`src/verilog/mem_pkg.sv`:
```
`default_nettype none

package mem_pkg;

  // Memory geometry
  localparam int WIDTH     = 16;
  localparam int NUM_ADDR  = 48;
  localparam int NUM_VBNK  = 3;
  localparam int NUM_PBNK  = NUM_VBNK + 1;  // One spare bank
  localparam int NUM_VROW  = 16;

  localparam int ADDR_BITS = 6;
  localparam int VBNK_BITS = 2;
  localparam int PBNK_BITS = 2;
  localparam int ROW_BITS  = 4;

  // Logical address, below NUM_ADDR
  typedef logic [ADDR_BITS-1:0] addr_t;

  // Virtual bank, 0 to NUM_VBNK-1
  typedef logic [VBNK_BITS-1:0] vbank_t;

  // Physical bank, 0 to NUM_PBNK-1
  typedef logic [PBNK_BITS-1:0] pbank_t;

  // Row within a bank
  typedef logic [ROW_BITS-1:0] row_t;

  typedef logic [WIDTH-1:0] data_t;

endpackage

`default_nettype wire

```
`src/verilog/addr_split.sv`:
```
`timescale 1ns/1ps
`default_nettype none

module addr_split (
  input  mem_pkg::addr_t  addr,
  output mem_pkg::vbank_t vbank,
  output mem_pkg::row_t   row
);
  import mem_pkg::*;

  addr_t base;  // First address of the selected bank

  // Compare chain on bank boundaries, no power of two needed
  always_comb begin
    vbank = '0;
    base  = '0;
    for (int v = 1; v < NUM_VBNK; v++) begin
      if (addr >= addr_t'(v * NUM_VROW)) begin
        vbank = vbank_t'(v);
        base  = addr_t'(v * NUM_VROW);
      end
    end
  end

  assign row = row_t'(addr - base);

endmodule

`default_nettype wire

```
`src/verilog/bank_map.sv`:
```
`timescale 1ns/1ps
`default_nettype none

module bank_map (
  input  logic            clk,
  input  logic            rst,
  input  logic            read,
  input  logic            write,
  input  mem_pkg::vbank_t rd_vbank,
  input  mem_pkg::vbank_t wr_vbank,
  input  mem_pkg::row_t   rd_row,
  input  mem_pkg::row_t   wr_row,
  output mem_pkg::pbank_t rd_pbank,
  output mem_pkg::pbank_t wr_pbank
);
  import mem_pkg::*;

  // Physical bank holding each virtual bank, per row
  pbank_t map_q [NUM_VROW][NUM_VBNK];

  pbank_t              wr_cur;      // Where the written word lives now
  pbank_t              free_pbank;  // Unused bank of the write row
  logic [NUM_PBNK-1:0] used;
  logic                conflict;

  assign rd_pbank = map_q[rd_row][rd_vbank];
  assign wr_cur   = map_q[wr_row][wr_vbank];

  // Exactly one bank per row is left over
  always_comb begin
    used = '0;
    for (int v = 0; v < NUM_VBNK; v++) begin
      used[map_q[wr_row][v]] = 1'b1;
    end
    free_pbank = '0;
    for (int p = NUM_PBNK - 1; p >= 0; p--) begin
      if (!used[p]) begin
        free_pbank = pbank_t'(p);
      end
    end
  end

  // Read owns the bank, write moves away
  assign conflict = read && write && (rd_pbank == wr_cur);
  assign wr_pbank = conflict ? free_pbank : wr_cur;

  always_ff @(posedge clk) begin
    if (rst) begin
      for (int r = 0; r < NUM_VROW; r++) begin
        for (int v = 0; v < NUM_VBNK; v++) begin
          map_q[r][v] <= pbank_t'(v);  // Identity map, last bank free
        end
      end
    end else if (conflict) begin
      // Old bank of this entry becomes the row's free bank
      map_q[wr_row][wr_vbank] <= free_pbank;
    end
  end

endmodule

`default_nettype wire

```
`src/verilog/mem_1r1w_top.sv`:
```
`timescale 1ns/1ps
`default_nettype none

module mem_1r1w_top (
  input  logic           clk,
  input  logic           rst,
  input  logic           read,
  input  logic           write,
  input  mem_pkg::addr_t rd_addr,
  input  mem_pkg::addr_t wr_addr,
  input  mem_pkg::data_t din,
  output logic           rd_vld,
  output mem_pkg::data_t rd_dout
);
  import mem_pkg::*;

  vbank_t rd_vbank;
  vbank_t wr_vbank;
  row_t   rd_row;
  row_t   wr_row;
  pbank_t rd_pbank;
  pbank_t wr_pbank;

  logic [NUM_PBNK-1:0] bank_en;
  logic [NUM_PBNK-1:0] bank_we;
  row_t                bank_row  [NUM_PBNK];
  data_t               bank_din  [NUM_PBNK];
  data_t               bank_dout [NUM_PBNK];

  addr_split u_rd_split (
    .addr  (rd_addr),
    .vbank (rd_vbank),
    .row   (rd_row)
  );

  addr_split u_wr_split (
    .addr  (wr_addr),
    .vbank (wr_vbank),
    .row   (wr_row)
  );

  bank_map u_map (
    .clk      (clk),
    .rst      (rst),
    .read     (read),
    .write    (write),
    .rd_vbank (rd_vbank),
    .wr_vbank (wr_vbank),
    .rd_row   (rd_row),
    .wr_row   (wr_row),
    .rd_pbank (rd_pbank),
    .wr_pbank (wr_pbank)
  );

  port_steer u_steer (
    .read     (read),
    .write    (write),
    .rd_pbank (rd_pbank),
    .wr_pbank (wr_pbank),
    .rd_row   (rd_row),
    .wr_row   (wr_row),
    .din      (din),
    .bank_en  (bank_en),
    .bank_we  (bank_we),
    .bank_row (bank_row),
    .bank_din (bank_din)
  );

  // Three data banks plus the spare
  for (genvar b = 0; b < NUM_PBNK; b++) begin : g_bank
    sp_bank u_bank (
      .clk  (clk),
      .en   (bank_en[b]),
      .we   (bank_we[b]),
      .row  (bank_row[b]),
      .din  (bank_din[b]),
      .dout (bank_dout[b])
    );
  end

  read_mux u_read_mux (
    .clk       (clk),
    .rst       (rst),
    .read      (read),
    .rd_pbank  (rd_pbank),
    .bank_dout (bank_dout),
    .rd_vld    (rd_vld),
    .rd_dout   (rd_dout)
  );

endmodule

`default_nettype wire

```
`src/verilog/port_steer.sv`:
```
`timescale 1ns/1ps
`default_nettype none

module port_steer (
  input  logic                         read,
  input  logic                         write,
  input  mem_pkg::pbank_t              rd_pbank,
  input  mem_pkg::pbank_t              wr_pbank,
  input  mem_pkg::row_t                rd_row,
  input  mem_pkg::row_t                wr_row,
  input  mem_pkg::data_t               din,
  output logic [mem_pkg::NUM_PBNK-1:0] bank_en,
  output logic [mem_pkg::NUM_PBNK-1:0] bank_we,
  output mem_pkg::row_t                bank_row [mem_pkg::NUM_PBNK],
  output mem_pkg::data_t               bank_din [mem_pkg::NUM_PBNK]
);
  import mem_pkg::*;

  logic [NUM_PBNK-1:0] rd_hit;
  logic [NUM_PBNK-1:0] wr_hit;

  always_comb begin
    for (int b = 0; b < NUM_PBNK; b++) begin
      rd_hit[b] = read && (rd_pbank == pbank_t'(b));
      wr_hit[b] = write && (wr_pbank == pbank_t'(b));
    end
  end

  // One access per bank, the map keeps rd_hit and wr_hit apart
  always_comb begin
    for (int b = 0; b < NUM_PBNK; b++) begin
      bank_en[b]  = rd_hit[b] || wr_hit[b];
      bank_we[b]  = wr_hit[b];
      bank_row[b] = wr_hit[b] ? wr_row : rd_row;
      bank_din[b] = wr_hit[b] ? din : '0;  // Quiet data on idle banks
    end
  end

endmodule

`default_nettype wire

```
`src/verilog/read_mux.sv`:
```
`timescale 1ns/1ps
`default_nettype none

module read_mux (
  input  logic            clk,
  input  logic            rst,
  input  logic            read,
  input  mem_pkg::pbank_t rd_pbank,
  input  mem_pkg::data_t  bank_dout [mem_pkg::NUM_PBNK],
  output logic            rd_vld,
  output mem_pkg::data_t  rd_dout
);
  import mem_pkg::*;

  pbank_t rd_sel_q;  // Bank read last cycle

  always_ff @(posedge clk) begin
    if (rst) begin
      rd_vld <= 1'b0;
    end else begin
      rd_vld <= read;
    end
  end

  always_ff @(posedge clk) begin
    if (read) begin
      rd_sel_q <= rd_pbank;
    end
  end

  // Bank dout is already registered, so select directly
  assign rd_dout = bank_dout[rd_sel_q];

endmodule

`default_nettype wire

```
`src/verilog/sp_bank.sv`:
```
`timescale 1ns/1ps
`default_nettype none

module sp_bank (
  input  logic           clk,
  input  logic           en,
  input  logic           we,
  input  mem_pkg::row_t  row,
  input  mem_pkg::data_t din,
  output mem_pkg::data_t dout
);
  import mem_pkg::*;

  data_t mem [NUM_VROW];

  // Single port, write or read per cycle
  always_ff @(posedge clk) begin
    if (en) begin
      if (we) begin
        mem[row] <= din;
      end else begin
        dout <= mem[row];  // Held until the next read
      end
    end
  end

endmodule

`default_nettype wire
```
`config.mk`:
```
export PLATFORM = sky130hd
export DESIGN_NAME = mem_1r1w_top
export DESIGN_NICKNAME = d
export VERILOG_FILES = /design/src/verilog/mem_pkg.sv /design/src/verilog/addr_split.sv /design/src/verilog/bank_map.sv /design/src/verilog/mem_1r1w_top.sv /design/src/verilog/port_steer.sv /design/src/verilog/read_mux.sv /design/src/verilog/sp_bank.sv
export SDC_FILE = /design/constraint.sdc
export NUM_CORES = 2
export LEC_CHECK = 0
export BUFFER_PORTS_ARGS = -buffer_cell sky130_fd_sc_hd__buf_4
export CAP_MARGIN = 20
export CORE_MARGIN = 5
export CORE_UTILIZATION = 61
export DETAILED_ROUTE_END_ITERATION = 16
export HOLD_SLACK_MARGIN = 0.1
export PLACE_DENSITY = 0.85
export SLEW_MARGIN = 20
export SYNTH_ARGS = -nofsm -noshare
export SYNTH_HDL_FRONTEND = slang
export SYNTH_HIERARCHICAL = 1
export SYNTH_SLANG_ARGS = --single-unit
export TNS_END_PERCENT = 50
```
`constraint.sdc`:
```
create_clock -name clk -period 8.1 [get_ports clk]
set_input_delay 0.81 -clock clk [delete_from_list [all_inputs] [get_ports clk]]
set_output_delay 0.81 -clock clk [all_outputs]
set_load 0.01 [all_outputs]
```
Word level (Yosys, flattened, before mapping)
Memory sizes are Yosys's and may differ from the RTL's. A register that Yosys moved wholly into a read port is not among the register bits.
Index checks and enable logic that the tools add are counted.
{"block": "classes", "n_reduce_logical": 25, "bitwise": 9, "n_lt_le_gt_ge": 14, "add_sub_neg": 2, "n_mux": 56, "n_eq_ne": 7}
{"operator": "$mux W16", "n": 6}
{"operator": "$bmux W16 S2", "n": 1}
{"operator": "$mux W4", "n": 7}
{"operator": "$mux W2", "n": 12}
{"operator": "$mux W1", "n": 21}
{"operator": "$mux W6", "n": 3}
{"operator": "$logic_and A1 B1 Y1", "n": 14}
{"operator": "$ge A6 B5 Y1 const B", "n": 2}
{"operator": "$ge A6 B6 Y1 const B", "n": 2}
{"operator": "$ge A3 B3 Y1 const B", "n": 3}
{"operator": "$lt A2 B3 Y1 const B", "n": 3}
{"operator": "$not A2 Y3", "n": 3}
{"operator": "$bmux W2 S2", "n": 2}
{"operator": "$eq A2 B2 Y1 const B", "n": 4}
{"operator": "$or A4 B4 Y4", "n": 2}
{"operator": "$reduce_and A2 Y1", "n": 4}
{"operator": "$sub A4 B4 Y4", "n": 2}
{"operator": "$demux W1 S2", "n": 3}
{"operator": "$ge A2 B1 Y1 const B", "n": 3}
{"operator": "$reduce_or A6 Y1", "n": 1}
{"operator": "$demux W2 S2", "n": 1}
{"operator": "$eq A2 B1 Y1 const B", "n": 2}
{"operator": "$logic_not A2 Y1", "n": 2}
{"operator": "$logic_or A1 B1 Y1", "n": 4}
{"operator": "3 further kinds", "n": 6}
{"block": "totals", "mem_bits_rw": 1120, "input_bits": 32, "output_inout_bits": 17, "mem_count": 5, "reg_bits": 3}
{"name": "g_bank[0].u_bank.mem", "words": 16, "width": 16, "read_ports": 1, "rd_ports_with_merged_regs": 1, "wr": 1, "line": "sp_bank.sv:14", "rtl": "data_t mem [NUM_VROW];"}
{"name": "g_bank[1].u_bank.mem", "words": 16, "width": 16, "read_ports": 1, "rd_ports_with_merged_regs": 1, "wr": 1, "line": "sp_bank.sv:14"}
{"name": "g_bank[2].u_bank.mem", "words": 16, "width": 16, "read_ports": 1, "rd_ports_with_merged_regs": 1, "wr": 1, "line": "sp_bank.sv:14"}
{"name": "g_bank[3].u_bank.mem", "words": 16, "width": 16, "read_ports": 1, "rd_ports_with_merged_regs": 1, "wr": 1, "line": "sp_bank.sv:14"}
{"name": "u_map.map_q", "words": 16, "width": 6, "read_ports": 2, "rd_ports_with_merged_regs": 0, "wr": 16, "line": "bank_map.sv:19", "rtl": "pbank_t map_q [NUM_VROW][NUM_VBNK];"}

Logic depth before layout (Yosys ltp)
An unclocked memory read counts as a cell.
{"block": "logic_depth", "ltp_word": 20, "ltp_mapped": 19, "mapped_depth_nobuf": 14}

Modules after synthesis
Netlist, hierarchy kept.
{"mod": "sp_bank", "seq_area_each_um2": 8167.8, "n_inst": 4, "area_each_um2": 10253.6, "cells_each": 438}
{"mod": "bank_map", "seq_area_each_um2": 2882.8, "n_inst": 1, "area_each_um2": 5881.9, "cells_each": 495}
{"mod": "port_steer", "seq_area_each_um2": 0.0, "n_inst": 1, "area_each_um2": 636.9, "cells_each": 123}
{"mod": "read_mux", "seq_area_each_um2": 80.1, "n_inst": 1, "area_each_um2": 510.5, "cells_each": 24}
{"mod": "addr_split", "seq_area_each_um2": 0.0, "n_inst": 2, "area_each_um2": 40.0, "cells_each": 6}

Worst setup path after synthesis
OpenSTA, ideal clock, no wires.
{"block": "synth_path", "path_kind": "input port to flip-flop", "start": "input port wr_addr[0]", "end": "memory g_bank[3].u_bank/mem[0][0] in the netlist's numbering, enable pin", "setup_slack_ns": 1.661, "path_buffers": 5, "cell_stages": 15, "required_time_ns": 7.691, "t_arrival_ns": 6.030, "path_cell_list": "buf_4 buf_4 buf_2 mux4_2 nand2_1 nand3_1 o31ai_1 a21oi_1 o21ai_0 nand3_1 mux2_2 buf_6 buf_2 or3_1 nor3_1"}
{"item": "from (decl)", "line": "mem_1r1w_top.sv:10", "rtl": "input mem_pkg::addr_t wr_addr,"}
{"item": "to (decl)", "line": "sp_bank.sv:14"}

==> flow_summary.yaml <==
power_and_ir_drop:
  p_leak_nw: 17.7
  p_seq_frac: 0.514
  power_mw: 13.6
  p_per_area_nw_per_um2: 254
  p_int_mw: 10.4
  combPwrFrac: 0.091
  swShare: 0.235
  ir_worst_vdd_uv: 180
  p_clk_frac: 0.395
  power_switching_mw: 3.18
synth:
  synthTopCellsByArea: "edfxtp_1 (74%), mux4_2 (15%), a22oi_1 (1.8%)"
  synthDistinctLibCells: 59
  synth-edff-count: 1186
  synth_area_per_cell_um2: 20.0
  syn_nets: 2438
  synth_warnings: 6
  yosys.area.top_type_share: 0.740
  synth_cells: 2406
  seq_area_frac_synth: 0.740
  syn_area_um2: 48100
  synth-main-ff-cell: "edfxtp_1"
  yosysTopAreaCell: "edfxtp_1"
  async_flop_share: 0
  synth.ff_latch_count: 1187
cts:
  root_buffer: "clkbuf_16"
  cts.clk_slew.worst_paths_ns: 0.07
  cts_buffer_depth: 3
  postCtsResizedCells: 0
  cts_setup_buffers: 0
  h-tree-depth: 3
  ctsHoldBuffers: 0
  insertion_delay_ns: 0.71
  tritoncts: "yes"
  cts_made_buffers: 108
  cts_sinks: 1187
setup_path:
  critical_path_class: "in2reg"
  crit_slowest_cell: "mux2_2"
  ff2ff_setup_slack_ns: 1.16
  worstRegToRegCells: 12
  r2r-start: "u_map/map_q[15][3]$_SDFFCE_PN0P_"
  crit_required_ns: 8.36
  crit_chain: "buf_4, mux4_2, a22oi_1, nand3_1, o211ai_1, o211ai_1, nor4_2, a21oi_1, o2bb2ai_1, nand3b_1, mux2_2, nand4_1, nor2_2"
  crit_fanout: 42
  worst_path_most_repeated_cell: "o211ai_1"
  cp_slowest_stage_delay_ns: 0.99
  worst_r2r_endpoint: "g_bank[2].u_bank/mem[7][5]$_DFFE_PP_"
  cp-end-kind: "register"
  critPathArrivalTime_ns: 7.57
  start_kind: "primary input"
sta:
  period_share: 0.903
  skew_ns: 0.0696
  slew_headroom: 0.212
  worstMarginPinSlew_ns: 1.17
  tns_ns: 0
  hold_viol: 0
  fmax_ghz: 0.137
  setup_viol_count_final: 0
  slew_viol_final: 0
  rsz0062_at_grt: "no"
  period_minus_slack_ns: 7.32
hold_path:
  min_from: "read"
  holdPathEnd: "u_read_mux/rd_sel_q[0]$_DFFE_PP_"
  hold_class: "in2reg"
  whs_path_depth: 1
global_route:
  grt_start_max_net_pins: 55
  grt_util_all_layers: 0.295
  grt_pass1_vias: 26200
  antenna_found_initial: 6
  grtUsageMet2: 0.483
  gr-total-overflow: 0
  use_met3: 0.0697
  use_met1: 0.385
  grt_pass1_wl_mm: 182
  busiest_layer: "met2"
run_status:
  status: "complete, no violations"
floorplan:
  die_height_um: 291
  initial_utilization: 0.612
  die_area_um2: 84600
  rows: 103
  num_io_pins: 49
  core-area_um2: 78600
  die_x_um: 291
routing:
  wl_mm: 125
  ant_nets: 0
  via_per_inst: 7.12
  drt_iter0_markers: 4243
  drc: 0
  firstDrtPassIters: 6
  vias: 25800
  wl_per_cell_um: 34.4
cells_and_area:
  syn2layout_area_growth_pct: 10.9
  drive_gt1_frac: 0.281
  final_nets: 2515
  finalNonFillerCells: 3628
  fillers: 4594
placed_design:
  gp_congestion: 0.908
  io_buffers: 48
  hpwl_mm: 70.9
  place_inst: 3421
job:
  cap_violations: 0
## metal layers
layer	wire length (um)	vias to the layer above	share of wire
met5	11	-	0.000088
met4	6940	2	0.056
met3	15900	459	0.13
met2	61600	2183	0.49
met1	40300	13200	0.32
li1	-	10000	-
## per-stage QoR
stage	setup WS, ns	util	cell area (um^2)	hold slack, ns
2_1_floorplan	1.66	-	48100	0.710
3_5_place_dp	0.567	0.631	49600	0.731
4_1_cts	1.00	0.678	53300	0.369
6_report	0.783	0.679	53400	0.412
3_3_place_gp	0.902	0.631	49600	0.727
5_1_grt	0.483	0.679	53400	0.389
## logic make-up after synthesis
group | Yosys count | share of synthesized area
AO/OA/AOI/OAI | 224 | 0.0372
XOR/XNOR | 2 | 0.000364
buffers and inverters | 167 | 0.0217
flip-flops | 1187 | 0.740
multiplexers | 349 | 0.156
AND/OR/NAND/NOR | 477 | 0.0445
## cells in the mapped netlist, types with 9 or more instances
cell type / number
edfxtp_1: 1186
mux2_2: 19
nor2b_1: 24
nor2_1: 197
buf_12: 13
buf_2: 59
buf_4: 20
nor3_1: 24
a21o_1: 48
mux4_2: 310
nand2_1: 152
nand3_1: 16
a22oi_2: 26
a22oi_1: 113
mux2i_1: 14
nand2b_1: 20
nand4b_1: 9
clkbuf_1: 52
## cell usage in the layout, fill, tap and decap left out, types with 5 or more instances in the layout
cell type and instances:
a21o_1 48, a21oi_1 6, a22oi_1 113, a22oi_2 26, and2_1 5, buf_4 124, bufinv_16 18, clkbuf_1 13
clkbuf_16 108, clkinv_1 27, clkinv_2 19, clkinvlp_4 9, edfxtp_1 1186, inv_1 6, mux2_2 15, mux2i_1 14
mux4_1 6, mux4_2 310, nand2_1 152, nand2b_1 20, nand3_1 16, nand4_1 5, nand4b_1 9, nor2_1 147
nor2_2 52, nor2b_1 23, nor3_1 8, nor3_2 16, o21ai_0 7
## sequential cells by signal, indices dropped and copies added, names as in the netlist
signal / cells
u_read_mux/rd_sel_q: 2
g_bank.u_bank/dout: 64
u_map/map_q: 96
u_read_mux/rd_vld: 1
g_bank.u_bank/mem: 1024
## cell type report
cell class / instances / area (um^2) / area share
tap: 1050 / 1310 / 0.0246
antenna: 1 / 2.50 / 0.0000469
inverter: 6 / 22.5 / 0.000422
clock buffer: 121 / 2750 / 0.0515
clock inverter: 83 / 971 / 0.0182
multi-input combinational: 1052 / 11700 / 0.219
sequential: 1187 / 35600 / 0.668
timing repair buffer: 128 / 1000 / 0.0188
## worst max-delay path by stage
stage	from	slack (ns)	endpoint
floorplan	wr_addr[0]	1.66	g_bank[3].u_bank/mem[0][0]$_DFFE_PP_
global placement	wr_addr[0]	0.90	g_bank[3].u_bank/dout[15]$_DFFE_PP_
detailed placement	wr_addr[0]	0.57	g_bank[2].u_bank/mem[7][6]$_DFFE_PP_
CTS	wr_addr[0]	1.00	g_bank[2].u_bank/mem[7][5]$_DFFE_PP_
global route	wr_addr[0]	0.48	g_bank[2].u_bank/mem[7][5]$_DFFE_PP_
finish	wr_addr[0]	0.78	g_bank[2].u_bank/mem[7][5]$_DFFE_PP_
## critical path: cells and delay by family
kind | cells | cell delay [ns]
mux | 2 | 1.57
simple gates | 5 | 2.77
compound gates | 5 | 1.80
buf+inv | 1 | 0.53
## power by group through the flow
stage / logic, mW / clock network [mW] / registers (mW)
2_1_floorplan: 0.858 / 0 / 7.03
6_report: 1.23 / 5.35 / 6.98
4_1_cts: 1.21 / 5.39 / 6.97
5_1_grt: 1.29 / 5.67 / 6.97
3_3_place_gp: 1.13 / 0 / 7.10
3_5_place_dp: 1.17 / 0 / 7.10
No activity file was read; power rests on OpenSTA's default activity.
